[config.mk]
export PLATFORM = sky130hd
export DESIGN_NAME = hx8352_top
export DESIGN_NICKNAME = d
export VERILOG_FILES = /design/src/source/lcd_pkg.sv /design/src/source/lcd_write_if.sv /design/src/source/hx8352_top.sv /design/src/source/lcd_sequencer.sv /design/src/source/init_rom.sv /design/src/source/lcd_bus_writer.sv /design/src/source/ms_timer.sv
export SDC_FILE = /design/constraint.sdc
export NUM_CORES = 1
export LEC_CHECK = 0
export BUFFER_PORTS_ARGS = -buffer_cell sky130_fd_sc_hd__buf_2
export CORE_ASPECT_RATIO = 0.7
export CORE_UTILIZATION = 55
export DETAILED_ROUTE_END_ITERATION = 10
export MAX_ROUTING_LAYER = met4
export PLACE_DENSITY = 0.73
export SLEW_MARGIN = 10
export SYNTH_ARGS = -nofsm -noshare
export SYNTH_HDL_FRONTEND = slang
export SYNTH_SLANG_ARGS = --single-unit
[constraint.sdc]
create_clock -name clk -period 2.7 [get_ports clk]
set_input_delay 0.54 -clock clk [delete_from_list [all_inputs] [get_ports clk]]
set_output_delay 0.54 -clock clk [all_outputs]
set_load 0.02 [all_outputs]
[src/source/lcd_pkg.sv]
`default_nettype none

package lcd_pkg;

	typedef logic [15:0] pixel_t;  // RGB565 colour or bus word
	typedef logic [7:0]  reg_addr_t;
	typedef logic [7:0]  ms_t;
	typedef logic [4:0]  rom_idx_t;

	typedef enum logic [1:0] {
		CMD_WRITE,   // rs low
		DATA_WRITE,  // rs high
		DELAY        // No bus write
	} entry_kind_t;

	typedef enum logic [2:0] {
		RESET_LOW,
		RESET_WAIT,
		INIT,
		WINDOW,
		PIXELS
	} seq_state_t;

	// Cycles per millisecond at simulation scale
	localparam int TICKS_PER_MS = 20;

	localparam ms_t RESET_LOW_MS  = 8'd2;
	localparam ms_t RESET_WAIT_MS = 8'd3;

	localparam int INIT_LEN = 24;

	localparam int WR_LOW_CYCLES = 2;
	localparam int WR_CYCLES     = 4;

	localparam reg_addr_t REG_COL_START_H  = 8'h02;
	localparam reg_addr_t REG_COL_START_L  = 8'h03;
	localparam reg_addr_t REG_COL_END_H    = 8'h04;
	localparam reg_addr_t REG_COL_END_L    = 8'h05;
	localparam reg_addr_t REG_ROW_START_H  = 8'h06;
	localparam reg_addr_t REG_ROW_START_L  = 8'h07;
	localparam reg_addr_t REG_ROW_END_H    = 8'h08;
	localparam reg_addr_t REG_ROW_END_L    = 8'h09;
	localparam reg_addr_t REG_MEMORY_WRITE = 8'h22;

	localparam int PANEL_COLUMNS = 240;
	localparam int PANEL_ROWS    = 400;

endpackage

`default_nettype wire
[src/source/lcd_write_if.sv]
`default_nettype none

interface lcd_write_if (
	input logic clk,
	input logic rst
);
	logic           valid;
	logic           ready;
	logic           rs;    // Low for command, high for data
	lcd_pkg::pixel_t data;

	modport source (input clk, rst, ready, output valid, rs, data);

	modport sink (input clk, rst, valid, rs, data, output ready);

endinterface

`default_nettype wire

[src/source/hx8352_top.sv]
`default_nettype none

module hx8352_top #(
	parameter int COLUMNS = lcd_pkg::PANEL_COLUMNS,
	parameter int ROWS    = lcd_pkg::PANEL_ROWS
) (
	input  logic            clk,
	input  logic            rst,
	input  lcd_pkg::pixel_t color,
	output lcd_pkg::pixel_t lcd_data,
	output logic            lcd_rs,
	output logic            lcd_wr,
	output logic            lcd_rd,
	output logic            lcd_cs,
	output logic            lcd_rst,
	output logic            init_done
);
	logic                 timer_start;
	lcd_pkg::ms_t         timer_ms;
	logic                 timer_done;
	lcd_pkg::rom_idx_t    rom_idx;
	lcd_pkg::entry_kind_t rom_kind;
	lcd_pkg::pixel_t      rom_word;
	lcd_pkg::ms_t         rom_ms;

	lcd_write_if wr_bus (.clk(clk), .rst(rst));

	ms_timer #(.TICKS_PER_MS(lcd_pkg::TICKS_PER_MS)) timer_unit (
		.clk   (clk),
		.rst   (rst),
		.start (timer_start),
		.ms    (timer_ms),
		.done  (timer_done)
	);

	init_rom rom_unit (
		.idx          (rom_idx),
		.kind         (rom_kind),
		.addr_or_data (rom_word),
		.ms           (rom_ms)
	);

	lcd_sequencer #(.COLUMNS(COLUMNS), .ROWS(ROWS)) seq_unit (
		.clk         (clk),
		.rst         (rst),
		.color       (color),
		.bus         (wr_bus.source),
		.lcd_rst     (lcd_rst),
		.lcd_cs      (lcd_cs),
		.init_done   (init_done),
		.timer_start (timer_start),
		.timer_ms    (timer_ms),
		.timer_done  (timer_done),
		.rom_idx     (rom_idx),
		.rom_kind    (rom_kind),
		.rom_word    (rom_word),
		.rom_ms      (rom_ms)
	);

	lcd_bus_writer writer_unit (
		.clk      (clk),
		.rst      (rst),
		.bus      (wr_bus.sink),
		.lcd_data (lcd_data),
		.lcd_rs   (lcd_rs),
		.lcd_wr   (lcd_wr)
	);

	assign lcd_rd = 1'b1;  // Write only

endmodule

`default_nettype wire

[src/source/lcd_sequencer.sv]
`default_nettype none

module lcd_sequencer #(
	parameter int COLUMNS = lcd_pkg::PANEL_COLUMNS,
	parameter int ROWS    = lcd_pkg::PANEL_ROWS
) (
	input  logic                 clk,
	input  logic                 rst,
	input  lcd_pkg::pixel_t      color,
	lcd_write_if.source          bus,
	output logic                 lcd_rst,
	output logic                 lcd_cs,
	output logic                 init_done,
	output logic                 timer_start,
	output lcd_pkg::ms_t         timer_ms,
	input  logic                 timer_done,
	output lcd_pkg::rom_idx_t    rom_idx,
	input  lcd_pkg::entry_kind_t rom_kind,
	input  lcd_pkg::pixel_t      rom_word,
	input  lcd_pkg::ms_t         rom_ms
);
	lcd_pkg::seq_state_t state;
	logic                timer_wait;
	logic                delay_over;
	logic                accept;
	logic                issue;
	logic                nxt_rs;
	lcd_pkg::pixel_t     nxt_word;
	logic [4:0]          win_step;  // 16 window writes then memory write
	logic [$clog2(COLUMNS * ROWS + 1)-1:0] pix_cnt;
	lcd_pkg::pixel_t     frame_color;
	lcd_pkg::pixel_t     col_end;
	lcd_pkg::pixel_t     row_end;
	lcd_pkg::reg_addr_t  win_addr;
	logic [7:0]          win_val;

	assign col_end = lcd_pkg::pixel_t'(COLUMNS - 1);
	assign row_end = lcd_pkg::pixel_t'(ROWS - 1);

	assign accept = bus.valid & bus.ready;
	// done of the timer is stale in the cycle right after start
	assign delay_over = timer_wait & ~timer_start & timer_done;

	always_comb begin
		case (win_step[4:1])
			4'd0:    {win_addr, win_val} = {lcd_pkg::REG_COL_START_H, 8'h00};
			4'd1:    {win_addr, win_val} = {lcd_pkg::REG_COL_START_L, 8'h00};
			4'd2:    {win_addr, win_val} = {lcd_pkg::REG_COL_END_H, col_end[15:8]};
			4'd3:    {win_addr, win_val} = {lcd_pkg::REG_COL_END_L, col_end[7:0]};
			4'd4:    {win_addr, win_val} = {lcd_pkg::REG_ROW_START_H, 8'h00};
			4'd5:    {win_addr, win_val} = {lcd_pkg::REG_ROW_START_L, 8'h00};
			4'd6:    {win_addr, win_val} = {lcd_pkg::REG_ROW_END_H, row_end[15:8]};
			4'd7:    {win_addr, win_val} = {lcd_pkg::REG_ROW_END_L, row_end[7:0]};
			default: {win_addr, win_val} = {lcd_pkg::REG_MEMORY_WRITE, 8'h00};
		endcase
	end

	// Next word offered on the bus
	always_comb begin
		issue    = 1'b0;
		nxt_rs   = 1'b0;
		nxt_word = rom_word;
		case (state)
			lcd_pkg::INIT: begin
				issue  = ~bus.valid & ~timer_wait & (rom_kind != lcd_pkg::DELAY);
				nxt_rs = (rom_kind == lcd_pkg::DATA_WRITE);
			end
			lcd_pkg::WINDOW: begin
				issue    = ~bus.valid;
				nxt_rs   = win_step[0];  // Odd steps carry data
				nxt_word = win_step[0] ? {8'h00, win_val} : {8'h00, win_addr};
			end
			lcd_pkg::PIXELS: begin
				issue    = ~bus.valid;
				nxt_rs   = 1'b1;
				nxt_word = frame_color;
			end
			default: issue = 1'b0;
		endcase
	end

	always_ff @(posedge clk or posedge rst) begin
		if (rst) begin
			state       <= lcd_pkg::RESET_LOW;
			lcd_rst     <= 1'b0;
			lcd_cs      <= 1'b1;
			init_done   <= 1'b0;
			bus.valid   <= 1'b0;
			timer_start <= 1'b0;
			timer_ms    <= '0;
			timer_wait  <= 1'b0;
			rom_idx     <= '0;
			win_step    <= '0;
			pix_cnt     <= '0;
		end else begin
			timer_start <= 1'b0;
			if (accept)
				bus.valid <= 1'b0;
			else if (issue)
				bus.valid <= 1'b1;

			case (state)
				lcd_pkg::RESET_LOW: begin
					if (!timer_wait) begin
						timer_start <= 1'b1;
						timer_ms    <= lcd_pkg::RESET_LOW_MS;
						timer_wait  <= 1'b1;
					end else if (delay_over) begin
						timer_wait <= 1'b0;
						lcd_rst    <= 1'b1;
						state      <= lcd_pkg::RESET_WAIT;
					end
				end
				lcd_pkg::RESET_WAIT: begin
					if (!timer_wait) begin
						timer_start <= 1'b1;
						timer_ms    <= lcd_pkg::RESET_WAIT_MS;
						timer_wait  <= 1'b1;
					end else if (delay_over) begin
						timer_wait <= 1'b0;
						lcd_cs     <= 1'b0;  // Selected for good
						rom_idx    <= '0;
						state      <= lcd_pkg::INIT;
					end
				end
				lcd_pkg::INIT: begin
					if (accept || delay_over) begin
						timer_wait <= 1'b0;
						if (rom_idx == lcd_pkg::rom_idx_t'(lcd_pkg::INIT_LEN - 1)) begin
							init_done <= 1'b1;
							win_step  <= '0;
							state     <= lcd_pkg::WINDOW;
						end else begin
							rom_idx <= rom_idx + 1'b1;
						end
					end else if (!timer_wait && !bus.valid && rom_kind == lcd_pkg::DELAY) begin
						timer_start <= 1'b1;
						timer_ms    <= rom_ms;
						timer_wait  <= 1'b1;
					end
				end
				lcd_pkg::WINDOW: begin
					if (accept) begin
						if (win_step == 5'd16) begin
							pix_cnt <= '0;
							state   <= lcd_pkg::PIXELS;
						end else begin
							win_step <= win_step + 1'b1;
						end
					end
				end
				lcd_pkg::PIXELS: begin
					if (accept) begin
						if (pix_cnt == COLUMNS * ROWS - 1) begin
							win_step <= '0;
							state    <= lcd_pkg::WINDOW;
						end else begin
							pix_cnt <= pix_cnt + 1'b1;
						end
					end
				end
				default: state <= lcd_pkg::RESET_LOW;
			endcase
		end
	end

	always_ff @(posedge clk) begin
		if (issue) begin
			bus.rs   <= nxt_rs;
			bus.data <= nxt_word;
		end
		// One colour per frame, taken at the memory write command
		if (state == lcd_pkg::WINDOW && accept && win_step == 5'd16)
			frame_color <= color;
	end

endmodule

`default_nettype wire

[src/source/init_rom.sv]
`default_nettype none

module init_rom (
	input  lcd_pkg::rom_idx_t    idx,
	output lcd_pkg::entry_kind_t kind,
	output lcd_pkg::pixel_t      addr_or_data,
	output lcd_pkg::ms_t         ms
);
	logic [25:0] entry;  // Kind, word, delay

	always_comb begin
		case (idx)
			5'd0:  entry = {lcd_pkg::CMD_WRITE,  16'h0083, 8'd0};  // Test mode
			5'd1:  entry = {lcd_pkg::DATA_WRITE, 16'h0002, 8'd0};
			5'd2:  entry = {lcd_pkg::CMD_WRITE,  16'h0085, 8'd0};  // VDC select
			5'd3:  entry = {lcd_pkg::DATA_WRITE, 16'h0003, 8'd0};
			5'd4:  entry = {lcd_pkg::CMD_WRITE,  16'h003E, 8'd0};  // Gamma
			5'd5:  entry = {lcd_pkg::DATA_WRITE, 16'h00B0, 8'd0};
			5'd6:  entry = {lcd_pkg::CMD_WRITE,  16'h0017, 8'd0};  // Power on
			5'd7:  entry = {lcd_pkg::DATA_WRITE, 16'h0091, 8'd0};
			5'd8:  entry = {lcd_pkg::CMD_WRITE,  16'h002B, 8'd0};
			5'd9:  entry = {lcd_pkg::DATA_WRITE, 16'h00F9, 8'd0};
			5'd10: entry = {lcd_pkg::DELAY,      16'h0000, 8'd10};
			5'd11: entry = {lcd_pkg::CMD_WRITE,  16'h001B, 8'd0};  // Power control 3
			5'd12: entry = {lcd_pkg::DATA_WRITE, 16'h0014, 8'd0};
			5'd13: entry = {lcd_pkg::CMD_WRITE,  16'h001A, 8'd0};  // Power control 2
			5'd14: entry = {lcd_pkg::DATA_WRITE, 16'h0011, 8'd0};
			5'd15: entry = {lcd_pkg::DELAY,      16'h0000, 8'd5};
			5'd16: entry = {lcd_pkg::CMD_WRITE,  16'h0024, 8'd0};  // Display control
			5'd17: entry = {lcd_pkg::DATA_WRITE, 16'h0038, 8'd0};
			5'd18: entry = {lcd_pkg::DELAY,      16'h0000, 8'd4};
			5'd19: entry = {lcd_pkg::CMD_WRITE,  16'h0024, 8'd0};
			5'd20: entry = {lcd_pkg::DATA_WRITE, 16'h003C, 8'd0};  // Display on
			5'd21: entry = {lcd_pkg::CMD_WRITE,  16'h0016, 8'd0};  // Memory access
			5'd22: entry = {lcd_pkg::CMD_WRITE,  16'h0001, 8'd0};  // Display mode
			5'd23: entry = {lcd_pkg::DATA_WRITE, 16'h0006, 8'd0};
			default: entry = {lcd_pkg::DELAY,    16'h0000, 8'd0};
		endcase
	end

	assign kind         = lcd_pkg::entry_kind_t'(entry[25:24]);
	assign addr_or_data = entry[23:8];
	assign ms           = entry[7:0];

endmodule

`default_nettype wire

[src/source/lcd_bus_writer.sv]
`default_nettype none

module lcd_bus_writer (
	input  logic            clk,
	input  logic            rst,
	lcd_write_if.sink       bus,
	output lcd_pkg::pixel_t lcd_data,
	output logic            lcd_rs,
	output logic            lcd_wr
);
	logic [$clog2(lcd_pkg::WR_CYCLES + 1)-1:0] cnt;
	logic accept;

	assign accept = bus.valid & bus.ready;

	// Strobe shaping and ready gap
	always_ff @(posedge clk or posedge rst) begin
		if (rst) begin
			bus.ready <= 1'b1;
			lcd_wr    <= 1'b1;
			cnt       <= '0;
		end else if (accept) begin
			bus.ready <= 1'b0;
			lcd_wr    <= 1'b0;  // Falls with the new word
			cnt       <= '0;
		end else if (!bus.ready) begin
			cnt <= cnt + 1'b1;
			if (cnt == lcd_pkg::WR_LOW_CYCLES - 1)
				lcd_wr <= 1'b1;  // Panel samples on this rise
			if (cnt == lcd_pkg::WR_CYCLES - 1)
				bus.ready <= 1'b1;
		end
	end

	// Held until the next transfer
	always_ff @(posedge clk) begin
		if (accept) begin
			lcd_data <= bus.data;
			lcd_rs   <= bus.rs;
		end
	end

endmodule

`default_nettype wire

[src/source/ms_timer.sv]
`default_nettype none

module ms_timer #(
	parameter int TICKS_PER_MS = lcd_pkg::TICKS_PER_MS
) (
	input  logic         clk,
	input  logic         rst,
	input  logic         start,
	input  lcd_pkg::ms_t ms,
	output logic         done
);
	logic [$clog2(TICKS_PER_MS + 1)-1:0] presc;
	lcd_pkg::ms_t count;
	lcd_pkg::ms_t target;

	always_ff @(posedge clk or posedge rst) begin
		if (rst) begin
			presc  <= '0;
			count  <= '0;
			target <= '0;
			done   <= 1'b1;  // Idle reads as finished
		end else if (start) begin
			presc  <= '0;
			count  <= '0;
			target <= ms;
			done   <= 1'b0;
		end else if (!done) begin
			if (target == '0) begin
				done <= 1'b1;  // Zero length wait
			end else if (presc == TICKS_PER_MS - 1) begin
				presc <= '0;
				count <= count + 1'b1;
				if (count + 8'd1 == target)
					done <= 1'b1;
			end else begin
				presc <= presc + 1'b1;
			end
		end
	end

endmodule

`default_nettype wire

# Word-level counts from Yosys, hierarchy flattened
# Memories as Yosys holds them, arrays and structs flattened.
# Index checks and enable logic that the tools add are counted.
totals:
  word_cells: 175
  mem_count: 2
  romBits: 536
  inputBits: 18
  register_bits: 121
  output_inout_bits: 22
mem_list:
  columns: ["memory", "depth", "width", "rd", "rd_ports_with_merged_regs", "write_ports", "line", "source"]
  rows:
  - ["(no name shown)", 32, 14, 1, 0, 0, "init_rom.sv:12", "case (idx)"]
  - ["(no name shown)", 8, 11, 1, 0, 0, "lcd_sequencer.sv:45", "case (win_step[4:1])"]
classes:
  reduce_logical: 31
  bitwise_logic: 8
  n_mux: 70
  eq_ne: 35
  n_addsub: 6
ops:
  columns: ["op", "count"]
  rows:
  - ["$mux W8", 9]
  - ["$mux W5", 14]
  - ["$mux W17", 4]
  - ["$mux W3", 12]
  - ["$pmux W17 S2", 1]
  - ["$pmux W16 S2", 1]
  - ["$ne A2 B1 Y1 const B", 13]
  - ["$pmux W8 S3", 1]
  - ["$mux W1", 20]
  - ["$add A17 B1 Y17 const B", 1]
  - ["$eq A17 B17 Y1 const B", 1]
  - ["$mux W16", 1]
  - ["$ne A2 B2 Y1 const B", 8]
  - ["$add A5 B1 Y5 const B", 3]
  - ["$eq A5 B5 Y1 const B", 3]
  - ["$pmux W3 S5", 1]
  - ["$pmux W5 S3", 1]
  - ["$reduce_and A5 Y1", 3]
  - ["$reduce_and A3 Y1", 4]
  - ["$reduce_bool A2 Y1", 6]
  - ["$pmux W5 S2", 1]
  - ["$reduce_and A10 Y1", 1]
  - ["$eq A3 B2 Y1 const B", 3]
  - ["$add A8 B1 Y8 const B", 1]
  - ["20 further kinds", 37]

# Logic depth before layout (Yosys ltp)
# Gate-level depths: netlist (run 1).
depth:
  ltp_word: 7
  ltp_mapped: 9
  ltp_nobuf: 7

# Hierarchy
# From an unflattened synthesis (run 1), not the netlist that was laid out.
hier_totals:
  cells_unflattened: 575
  area_unflattened_um2: 6183.4
modules_own_cells:
  columns: ["module", "area_each_um2", "cells_each", "seq_area_each_um2", "instances"]
  rows:
  - ["lcd_sequencer", 3611.0, 337, 2093.3, 1]
  - ["ms_timer", 1236.2, 119, 551.8, 1]
  - ["lcd_bus_writer", 765.7, 37, 638.1, 1]
  - ["init_rom", 559.3, 80, 0.0, 1]
  - ["hx8352_top", 11.3, 2, 0.0, 1]

# Least setup slack after synthesis (run 1)
# OpenSTA, ideal clock, no wires.
synth_timing:
  path_type: "register -> register"
  start: "register seq_unit.rom_idx[0]"
  end: "register seq_unit.bus.data[0] (enable)"
  setup_ns: 0.374
  required_time_ns: 2.326
  period_less_slack_ns: 2.642
  t_arrival_ns: 2.267
  path_stages_with_launch: 8
  path_slack_ns: 0.058
  path_buffers: 0
  cell_sequence: "dfrtp_1 inv_1 ha_1 nand2b_1 a311oi_4 a211oi_4 nor3_1 o21a_1"
synth_between:
  elab_chain_len: 4
synth_rtl:
  columns: ["element", "line", "source"]
  rows:
  - ["start: declaration", "lcd_sequencer.sv:17", "output lcd_pkg::rom_idx_t rom_idx,"]
  - ["start signal: assignment", "lcd_sequencer.sv:134", "rom_idx <= rom_idx + 1'b1;"]
  - ["$mem_v2 Z32 W14", null, null]
  - ["$ne A2 B2 Y1", "lcd_sequencer.sv:65", "issue = ~bus.valid & ~timer_wait & (rom_kind != lcd_pkg::DELAY);"]
  - ["$and A1 B1 Y1", "lcd_sequencer.sv:65", null]
  - ["$pmux W1 S2", "lcd_sequencer.sv:63", "case (state)"]
  - ["via seq_unit.issue", "lcd_sequencer.sv:26", "logic issue;"]
  - ["end signal: assignment", "lcd_sequencer.sv:170", "bus.data <= nxt_word;"]
  - ["end: declaration", "lcd_write_if.sv:12", "modport source (input clk, rst, ready, output valid, rs, data);"]
# The timed path passes the listed nets, and every way through them passes these cells.
# A chain may end at the register's enable or synchronous reset.

# Worst setup path after layout (run 1)
layout_timing:
  start: "register seq_unit.rom_idx[0]"
  end: "register seq_unit.bus.data[1] (enable)"
# Same word-level chain as after synthesis.

==> impl_metrics.sql, run 1 <==
INSERT INTO impl_metrics (metric_group, metric, value, unit) VALUES
('status', 'status', 'finished clean', ''),
('route', 'drc', '0', ''),
('sta', 'tightest_slew', '0.608', 'ns'),
('synth', 'yosys-top-cells-area', 'edfxtp_1, dfrtp_1, ha_1, a21oi_1, nor2_1', ''),
('critical_path', 'timing.critical_path.cells', 'inv_1 > ha_1 > nand2b_1 > a311oi_4 > a211oi_4 > nor3_1 > o21a_1 > buf_12', ''),
('placed_design', 'gp_routability_congestion', '0.874', ''),
('route', 'antenna_violating_nets_post_route', '0', ''),
('sta', 'final_max_slew_viol_count', '0', ''),
('global_routing', 'grt_start_max_net_pins', '64', ''),
('global_routing', 'grt_pass1_vias', '4179', ''),
('sta', 'slew_headroom', '59.5', '%'),
('route', 'wl_per_cell', '16.8', 'um'),
('route', 'num_vias', '4520', ''),
('synth', 'yosys-mux-area-fraction', '2.36', '%'),
('pwr', 'pwr-share-comb', '0.9', '%'),
('sta', 'total_count_of_hold_check_failures_in_the_final_report', '0', ''),
('clocking', 'clock_latency', '0.41', 'ns'),
('synth', 'ys_warn_count', '0', ''),
('synth', 'post-synth-top-area-fraction', '25.3', '%'),
('clocking', 'cts.path.max_buffers', '2', ''),
('placed_design', 'dp_cells', '714', ''),
('cells_and_area', 'nets', '636', ''),
('sta', 'fin_ws', '0.284', 'ns'),
('synth', 'synth-edff-count', '50', ''),
('synth', 'ys_seq_area_share', '51.9', '%'),
('floorplan', 'placeableCoreArea', '10400', 'sq um'),
('synth', 'postSynth.asyncResetShare', '55.8', '%'),
('critical_path', 'critical_path_cell_with_the_highest_stage_delay', 'a311oi_4', ''),
('cells_and_area', 'filler_cell_count', '796', ''),
('sta', 'rsz0062_at_grt', 'false', ''),
('critical_path', 'r2r.worst_path.cells', '8', ''),
('synth', 'syn-num-nets', '596', ''),
('synth', 'primary_flip_flop_cell_chosen_by_synthesis_mapping', 'dfrtp_1', ''),
('pwr', 'power_density_over_the_cells', '590', 'nW/um^2'),
('cells_and_area', 'area_growth', '15.6', '%'),
('sta', 'clock.fmax', '414', 'MHz'),
('cells_and_area', 'finish.cell_count_without_fillers', '746', ''),
('clocking', 'tritoncts', 'done', ''),
('critical_path', 'worst_path_max_fanout', '17', ''),
('critical_path', 'critical_path.top_delay_family', 'compound AO/OA/AOI/OAI gates', ''),
('placed_design', 'dp_slack', '0.283', 'ns'),
('route', 'drt_iter0_markers', '409', ''),
('floorplan', 'std_cell_rows', '31', ''),
('critical_path', 'r2r_startpoint', 'seq_unit.rom_idx[0]', ''),
('cells_and_area', 'multi_input_area', '2610', 'sq um'),
('floorplan', 'floorplan.die_area', '11200', 'sq um'),
('floorplan', 'io-pin-count', '40', ''),
('route', 'wl', '12500', 'um'),
('floorplan', 'initial_core_util', '56.9', '%'),
('critical_path', 'rr_endpoint', 'seq_unit.bus.data[1]', ''),
('clocking', 'hold_buffers', '0', ''),
('clocking', 'cts_buffers', '17', ''),
('cells_and_area', 'mostFrequentLayoutCells', 'dfrtp_1, edfxtp_1, nor2_1', ''),
('critical_path', 'worst_path_bufs_invs', '2', ''),
('global_routing', 'grt_usage', '25.3', '%'),
('global_routing', 'grt_pass1_wl', '20900', 'um'),
('synth', 'post_synth_fa_ha_maj_area_fraction', '3.58', '%'),
('floorplan', 'floorplan.die.width', '126', 'um'),
('clocking', 'cts.sinks', '113', ''),
('clocking', 'htree_num_levels', '4', ''),
('cells_and_area', 'layout-drive-gt1-share', '19.4', '%'),
('route', 'routed_via_density', '6.06', ''),
('pwr', 'swShare', '19.8', '%'),
('critical_path', 'crit_cells', '8', ''),
('global_routing', 'remaining_global_route_overflow', '0', ''),
('cells_and_area', 'insertedDiodeCount', '0', ''),
('sta', 'finClkSkew', '0.00728', 'ns'),
('critical_path', 'r2r_setup_slack', '0.28', 'ns'),
('critical_path', 'slowest_delay', '0.39', 'ns'),
('synth', 'synth-compound-area-share', '16.7', '%'),
('sta', 'setup_total_negative_slack', '0', 'ns');
[worst register-to-register path: stages, from the launching register on]
cell	delay (ns)
dfrtp_1	0.37
inv_1	0.13
ha_1	0.28
nand2b_1	0.19
a311oi_4	0.39
a211oi_4	0.13
nor3_1	0.26
o21a_1	0.21
buf_12	0.16
[sequential cells by signal, indices dropped and copies added (netlist names), 3 cells and up]
signal / flops
seq_unit.pix_cnt: 17
seq_unit.bus.data: 16
seq_unit.frame_color: 16
writer_unit.lcd_data: 16
timer_unit.count: 8
seq_unit.rom_idx: 5
seq_unit.win_step: 5
timer_unit.presc: 5
seq_unit.timer_ms: 4
timer_unit.target: 4
seq_unit.state: 3
writer_unit.cnt: 3
[cells by family after synthesis]
group | after synthesis
compound gates | 147
xor+xnor | 14
fa+ha+maj | 17
buf+inv | 54
flops | 113
mux | 13
other cells | 1
simple gates | 202
[final cells by class]
cell class / instances / share of cell area (%)
clock buffers: 18 / 6.25
repair buffers: 55 / 4.99
well taps: 132 / 2.40
inverters: 20 / 1.09
multi-input cells: 394 / 38.0
clock inverters: 14 / 2.39
flip-flops and latches: 113 / 44.9
[worst min-delay path by stage]
stage	cells after the start	endpoint	start	slack, ns
after CTS	3	seq_unit.pix_cnt[9]	rst	0.21
after global routing	3	seq_unit.pix_cnt[7]	rst	0.22
after floorplan	0	writer_unit.lcd_data[0]	seq_unit.bus.data[0]	0.40
after detailed placement	0	writer_unit.lcd_data[6]	seq_unit.bus.data[6]	0.40
final	3	seq_unit.pix_cnt[7]	rst	0.19
after global placement	0	writer_unit.lcd_data[8]	seq_unit.bus.data[8]	0.40
[power by group through the flow]
stage	Sequential [mW]	Combinational (mW)	Clock (mW)
floorplan	1.82	0.0160	0
global placement	1.82	0.0362	0
detailed placement	1.82	0.0371	0
CTS	1.79	0.0371	2.26
global route	1.79	0.0412	2.35
finish	1.79	0.0347	2.23
[stage by stage]
| stage | hold WS [ns] | cell area [sq um] | total power, mW |
|---|---|---|---|
| final | 0.194 | 6870 | 4.05 |
| after global placement | 0.403 | 6280 | 1.86 |
| after detailed placement | 0.405 | 6280 | 1.86 |
| after CTS | 0.207 | 6870 | 4.09 |
| after global routing | 0.224 | 6870 | 4.18 |
| after floorplan | 0.400 | 5940 | 1.84 |
[cells in the mapped netlist (all sizes together), types with 5 or more instances]
cell	count
edfxtp	50
buf	18
mux2i	5
a31oi	5
nand2	39
nor2	42
nand3	25
a21o	8
xor2	5
ha	17
a21oi	31
nand4	15
o21ai	47
nor3	13
inv	20
and2	11
clkbuf	16
xnor2	9
dfrtp	59
nor2b	12
a211oi	7
and3	5
nand2b	7
mux2	8
[routing by layer]
layer	track usage [%]	vias to the layer above	part of all wire [%]
li1	-	2161	-
met1	35.2	2169	48
met2	35.9	175	44
met3	7.42	15	6.3
met4	7.12	0	1.0
met5	-	-	0
No activity file was read; power rests on OpenSTA's default activity.
==> inputs of run 2 (changes only) <==
- CORE_MARGIN: not set -> 3
==> run 2 against run 1 <==
  * Setup slack worse by 0.048 ns
  * Non-clock buffer count grew 1
  * Sequential cell count is the same
  * Sequential power about the same
  * Largest power group unchanged
  * Critical endpoint is now seq_unit.bus.data[10]
  * Global-route usage fell by 1.6 points
  * Clock skew increased by 0.0046 ns
  * Count of clock-buffer cells in the layout rose by 2
  * Highest routed layer unchanged
==> impl_metrics.sql, run 2 (same netlist as run 1, synthesis figures left out) <==
INSERT INTO impl_metrics (metric_group, metric, value, unit) VALUES
('pwr', 'cellLeakagePower', '2.71', 'nW'),
('cells_and_area', 'area_growth', '15.1', '%'),
('clocking', 'hold_buffers', '0', ''),
('sta', 'final_max_slew_viol_count', '0', ''),
('clocking', 'postCtsResizedCells', '0', ''),
('pwr', 'finalPower', '3.92', 'mW'),
('critical_path', 'worst_path_max_fanout', '17', ''),
('floorplan', 'io-pin-count', '40', ''),
('sta', 'fin_crit_sh', '91.3', '%'),
('critical_path', 'timing.critical_path.cells', 'inv_1 > ha_1 > nand2b_1 > a311oi_4 > a211oi_4 > nor3_1 > o21a_1 > buf_12', ''),
('placed_design', 'gp_routability_congestion', '0.942', ''),
('cells_and_area', 'max_flop_register', 'seq_unit.pix_cnt', ''),
('global_routing', 'grt_pass1_wl', '21700', 'um'),
('cells_and_area', 'final_common_cell', 'dfrtp_1', ''),
('sta', 'finClkSkew', '0.0118', 'ns'),
('critical_path', 'crit_cells', '8', ''),
('critical_path', 'worstSetupPathType', 'flop to flop', ''),
('critical_path', 'critical_path.top_delay_family', 'compound AO/OA/AOI/OAI gates', ''),
('pwr', 'worst_ir_drop_vdd', '0.473', 'mV'),
('route', 'wl', '13000', 'um'),
('cells_and_area', 'nets', '637', ''),
('critical_path', 'crit_path_start', 'seq_unit.rom_idx[0]', ''),
('critical_path', 'critical_path_arrival', '2.59', 'ns'),
('floorplan', 'std_cell_rows', '31', ''),
('cells_and_area', 'finish.cell_count_without_fillers', '747', ''),
('global_routing', 'grt_start_max_net_pins', '64', ''),
('clocking', 'htree_num_levels', '4', ''),
('placed_design', 'postPlaceCellArea', '6280', 'sq um'),
('sta', 'setup_total_negative_slack', '0', 'ns'),
('sta', 'total_count_of_hold_check_failures_in_the_final_report', '0', ''),
('route', 'routed_via_density', '6.17', ''),
('status', 'status', 'finished clean', ''),
('clocking', 'cts.sinks', '113', ''),
('cells_and_area', 'largest_reg_flops', '17', ''),
('critical_path', 'rr_endpoint', 'seq_unit.bus.data[10]', ''),
('route', 'drc', '0', ''),
('sta', 'hold_slack', '0.170', 'ns'),
('route', 'num_vias', '4608', ''),
('floorplan', 'floorplan.die_area', '12100', 'sq um'),
('placed_design', 'hpwlAfterDp', '8700', 'um'),
('critical_path', 'critPathCaptureType', 'flop', ''),
('sta', 'post-route-min-period', '2.46', 'ns'),
('clocking', 'cts.path.max_buffers', '2', ''),
('sta', 'final-setup-viol-count', '0', ''),
('placed_design', 'dp_cells', '715', ''),
('clocking', 'clk_pin_slew_worst_paths', '0.05', 'ns'),
('floorplan', 'die-height', '93.0', 'um'),
('cells_and_area', 'insertedDiodeCount', '0', ''),
('clocking', 'clock_latency', '0.42', 'ns'),
('route', 'wl_per_cell', '17.5', 'um'),
('clocking', 'buffers_inserted_during_post_cts_setup_optimization', '0', ''),
('cells_and_area', 'finish.instance_area', '6840', 'sq um'),
('clocking', 'tritoncts', 'done', ''),
('cells_and_area', 'layout-drive-gt1-share', '19.5', '%'),
('critical_path', 'timing.critical_path.from_type', 'flop', ''),
('sta', 'tightest_slew', '0.618', 'ns'),
('global_routing', 'antenna_found_initial', '0', ''),
('global_routing', 'grt_usage', '23.7', '%'),
('cells_and_area', 'mostFrequentLayoutCells', 'dfrtp_1, edfxtp_1, nor2_1', ''),
('route', 'drt_iter0_markers', '335', ''),
('floorplan', 'placeableCoreArea', '10400', 'sq um'),
('critical_path', 'r2r_setup_slack', '0.24', 'ns'),
('clocking', 'clock-root-buffer', 'clkbuf_16', ''),
('critical_path', 'slowest_delay', '0.38', 'ns'),
('route', 'drt-pass1-iter-count', '5', ''),
('sta', 'clock.fmax', '406', 'MHz'),
('route', 'antenna_violating_nets_post_route', '0', ''),
('floorplan', 'initial_core_util', '56.9', '%'),
('critical_path', 'endpoint', 'seq_unit.bus.data[10]', ''),
('critical_path', 'critPathRequiredTime', '2.82', 'ns'),
('critical_path', 'critical_path_cell_with_the_highest_stage_delay', 'dfrtp_1', ''),
('global_routing', 'grt_pass1_vias', '4246', ''),
('sta', 'rsz0062_at_grt', 'false', ''),
('sta', 'slew_headroom', '58.8', '%'),
('pwr', 'power_density_over_the_cells', '573', 'nW/um^2'),
('job', 'timing.max_cap.violations', '0', ''),
('placed_design', 'port_buffers', '38', ''),
('clocking', 'cts_buffers', '17', ''),
('critical_path', 'r2r_startpoint', 'seq_unit.rom_idx[0]', ''),
('critical_path', 'worst_path_bufs_invs', '2', ''),
('floorplan', 'floorplan.die.width', '130', 'um'),
('worst_hold_path', 'worst_hold_path_type', 'primary input to asynchronous set/reset pin', ''),
('global_routing', 'remaining_global_route_overflow', '0', ''),
('critical_path', 'r2r.worst_path.cells', '8', '');
## run 2: area by class of cell
cell class,instances,area [sq um]
timing repair buffer,56,350
sequential,113,3080
multi-input combinational,394,2610
clock buffer,20,447
tap,132,165
inverter,20,75.1
clock inverter,12,110
fill,766,3590
## run 2: worst reg2reg max path, cell delays in order, from the launching register on
cell and delay [ns]:
dfrtp_1 0.38, inv_1 0.13, ha_1 0.28, nand2b_1 0.19, a311oi_4 0.37, a211oi_4 0.13
nor3_1 0.30, o21a_1 0.22, buf_12 0.16
## run 2: worst min-delay path by stage
stage,cells after the start,from,to,slack (ns)
floorplan,0,seq_unit.bus.data[0],writer_unit.lcd_data[0],0.40
global placement,0,seq_unit.bus.data[9],writer_unit.lcd_data[9],0.40
detailed placement,0,seq_unit.bus.data[7],writer_unit.lcd_data[7],0.40
CTS,3,rst,seq_unit.pix_cnt[0],0.19
global route,3,rst,seq_unit.win_step[1],0.21
finish,3,rst,seq_unit.win_step[1],0.17
## run 2: where the power goes
group          total, mW  internal [mW]  switching, mW
registers           1.79           1.79              0
clock network       2.10           1.29          0.808
logic             0.0356         0.0117         0.0239
## run 2: metrics by stage
step | util, % | worst slack [ns]
2_1_floorplan | - | 0.0583
3_3_place_gp | 60.2 | 0.362
3_5_place_dp | 60.2 | 0.280
4_1_cts | 65.6 | 0.256
5_1_grt | 65.6 | 0.129
6_report | 65.6 | 0.236
## run 2: per-layer routing
metal	share of wire (%)	up-vias	GRT usage (%)	routed length, um
met5	0	-	-	0
li1	-	2161	-	-
met3	7.5	19	7.55	975
met2	44	186	32.5	5800
met1	47	2242	34.1	6130
met4	1.1	0	6.23	143
==> inputs of run 3 (changes only) <==
--- a/config.mk
+++ b/config.mk
@@ -8,2 +8,3 @@
 export BUFFER_PORTS_ARGS = -buffer_cell sky130_fd_sc_hd__buf_2
+export CAP_MARGIN = 20
 export CORE_ASPECT_RATIO = 0.7
@@ -13,3 +14,3 @@
 export MAX_ROUTING_LAYER = met4
-export PLACE_DENSITY = 0.73
+export PLACE_DENSITY_LB_ADDON = 0.05
 export SLEW_MARGIN = 10
==> constraint.sdc (replaced) <==
create_clock -name clk -period 2.7 [get_ports clk]
set_input_delay 0.27 -clock clk [delete_from_list [all_inputs] [get_ports clk]]
set_output_delay 0.27 -clock clk [all_outputs]
set_load 0.02 [all_outputs]
==> run 3 against run 2 <==
  * Setup slack gained 0.027 ns
  * Sequential power about the same
  * Worst hold slack lost 0.14 ns
  * Sequential cell count unchanged
  * Design area up 0.48%
  * Clock power grew 9%
  * Global-route usage decreased by 0.13 points
  * Wire length decreased by 1.1%
  * Die area stayed put
  * Maximum frequency rose by 1.1%
  * Via count decreased by 2.8%
  * First-iteration DRC count grew 15%
  * Critical path type unchanged
  * Largest power group unchanged
==> impl_metrics.sql, run 3 (same netlist as run 1, synthesis figures left out) <==
INSERT INTO impl_metrics (metric_group, metric, value, unit) VALUES
('sta', 'rsz0062_at_grt', 'false', ''),
('clocking', 'tritoncts', 'done', ''),
('floorplan', 'die-height', '93.0', 'um'),
('clocking', 'clock_latency', '0.42', 'ns'),
('pwr', 'p_int', '3.26', 'mW'),
('global_routing', 'grt_pass1_vias', '4231', ''),
('pwr', 'switching_power', '0.849', 'mW'),
('critical_path', 'timing.critical_path.cells', 'inv_1 > ha_1 > nand2b_1 > a311oi_4 > a211oi_4 > nor3_1 > o21a_1 > buf_12', ''),
('job', 'timing.max_cap.violations', '0', ''),
('route', 'drc', '0', ''),
('cells_and_area', 'insertedDiodeCount', '0', ''),
('critical_path', 'critical_path_cell_with_the_highest_stage_delay', 'a311oi_4', ''),
('sta', 'clock.fmax', '410', 'MHz'),
('floorplan', 'placeableCoreArea', '10400', 'sq um'),
('global_routing', 'grt_usage', '23.6', '%'),
('critical_path', 'slowest_delay', '0.40', 'ns'),
('floorplan', 'floorplan.die_area', '12100', 'sq um'),
('sta', 'setup_total_negative_slack', '0', 'ns'),
('pwr', 'cellLeakagePower', '2.72', 'nW'),
('global_routing', 'grt_pass1_wl', '21300', 'um'),
('sta', 'total_count_of_hold_check_failures_in_the_final_report', '0', ''),
('cells_and_area', 'area_growth', '15.7', '%'),
('global_routing', 'remaining_global_route_overflow', '0', ''),
('clocking', 'cts_buffers', '17', ''),
('critical_path', 'critPathCaptureType', 'flop', ''),
('pwr', 'swShare', '20.7', '%'),
('clocking', 'clock-root-buffer', 'clkbuf_16', ''),
('cells_and_area', 'layout-drive-gt1-share', '19.7', '%'),
('placed_design', 'dp_slack', '0.274', 'ns'),
('critical_path', 'r2r_setup_slack', '0.26', 'ns'),
('pwr', 'worst_ir_drop_vdd', '0.414', 'mV'),
('floorplan', 'io-pin-count', '40', ''),
('route', 'num_vias', '4477', ''),
('clocking', 'postCtsResizedCells', '0', ''),
('route', 'drt_iter0_markers', '385', ''),
('critical_path', 'worstSetupPathType', 'flop to flop', ''),
('clocking', 'buffers_inserted_during_post_cts_setup_optimization', '0', ''),
('floorplan', 'std_cell_rows', '31', ''),
('critical_path', 'critical_path_arrival', '2.56', 'ns'),
('placed_design', 'hpwlAfterDp', '8710', 'um'),
('sta', 'post-route-min-period', '2.44', 'ns'),
('sta', 'final_max_slew_viol_count', '0', ''),
('route', 'drt-pass1-iter-count', '5', ''),
('floorplan', 'floorplan.die.width', '130', 'um'),
('route', 'antenna_violating_nets_post_route', '0', ''),
('clocking', 'cts.sinks', '113', ''),
('route', 'wl', '12900', 'um'),
('pwr', 'pwr-share-comb', '0.8', '%'),
('clocking', 'clk_pin_slew_worst_paths', '0.06', 'ns'),
('sta', 'fin_ws', '0.263', 'ns'),
('cells_and_area', 'final_common_cell', 'dfrtp_1', ''),
('sta', 'slew_headroom', '43.7', '%'),
('sta', 'final-setup-viol-count', '0', ''),
('cells_and_area', 'largest_reg_flops', '17', ''),
('route', 'routed_via_density', '6.00', ''),
('critical_path', 'critPathRequiredTime', '2.82', 'ns'),
('critical_path', 'timing.critical_path.from_type', 'flop', ''),
('sta', 'fin_crit_sh', '90.3', '%'),
('clocking', 'cts.path.max_buffers', '2', ''),
('global_routing', 'antenna_found_initial', '0', ''),
('cells_and_area', 'max_flop_register', 'seq_unit.pix_cnt', ''),
('worst_hold_path', 'worst_hold_path_type', 'primary input to flop', ''),
('cells_and_area', 'nets', '636', ''),
('pwr', 'power_density_over_the_cells', '597', 'nW/um^2'),
('cells_and_area', 'mostFrequentLayoutCells', 'dfrtp_1, edfxtp_1, nor2_1', ''),
('placed_design', 'port_buffers', '38', ''),
('status', 'status', 'finished clean', ''),
('clocking', 'hold_buffers', '0', ''),
('cells_and_area', 'finish.cell_count_without_fillers', '746', ''),
('pwr', 'p_seq_share', '43.6', '%'),
('global_routing', 'grt_start_max_net_pins', '64', ''),
('cells_and_area', 'filler_cell_count', '775', ''),
('placed_design', 'dp_cells', '714', ''),
('route', 'wl_per_cell', '17.3', 'um'),
('critical_path', 'worst_path_max_fanout', '17', ''),
('placed_design', 'gp_routability_congestion', '0.937', ''),
('clocking', 'htree_num_levels', '4', ''),
('sta', 'finClkSkew', '0.00538', 'ns'),
('sta', 'tightest_slew', '0.845', 'ns'),
('floorplan', 'initial_core_util', '56.9', '%'),
('pwr', 'clock_power_share', '55.6', '%');
==> run 3: path summary, 6_finish.rpt <==
path,startpoint,to,cells past startpoint
setup / recovery,seq_unit.rom_idx[0],seq_unit.bus.data[1],8
setup reg to reg,seq_unit.rom_idx[0],seq_unit.bus.data[1],8
hold reg to reg,seq_unit.bus.data[1],writer_unit.lcd_data[1],0
hold / removal,color[15],seq_unit.frame_color[15],1
max in group asynchronous,rst,seq_unit.rom_idx[4],3
min in group asynchronous,rst,timer_unit.count[4],3
==> run 3: routing by layer <==
metal / global-route usage, % / share of wire (%) / wire [um] / up-vias
met4: 8.82 / 1.4 / 180 / 0
met3: 6.11 / 5.8 / 745 / 18
met2: 31.7 / 44 / 5620 / 149
met5: - / 0 / 0 / -
li1: - / - / - / 2168
met1: 34.2 / 49 / 6360 / 2142
==> run 3: area by class of cell <==
class	count	area, sq um	share of cell area (%)
clock buffer	17	425	6.19
clock inverter	15	184	2.68
inverter	20	75.1	1.09
multi-input combinational	394	2610	38.0
sequential	113	3080	44.8
tap	132	165	2.40
timing repair buffer	55	330	4.81
==> run 3: power by group through the flow <==
stage,clock (mW),combinational [mW],sequential [mW]
2_1_floorplan,0,0.0160,1.82
3_3_place_gp,0,0.0354,1.82
3_5_place_dp,0,0.0358,1.82
4_1_cts,2.31,0.0361,1.79
5_1_grt,2.40,0.0391,1.79
6_report,2.28,0.0337,1.79
==> run 3: stage by stage <==
step	cell area [sq um]	utilization (%)	power, mW	hold slack [ns]
floorplan	5940	-	1.84	0.369
global placement	6260	60.0	1.86	0.403
detailed placement	6260	60.0	1.86	0.405
CTS	6870	65.9	4.14	0.0149
global route	6870	65.9	4.23	0.00868
finish	6870	65.9	4.10	0.0273
==> run 3: worst max-delay path: cells and delay by family (launching register included) <==
family,cells,cell delay [ns]
buffers and inverters,2,0.29
adder cells (fa/ha/maj),1,0.27
AND/OR/NAND/NOR,2,0.46
AO/OA/AOI/OAI,3,0.74
flip-flops,1,0.37
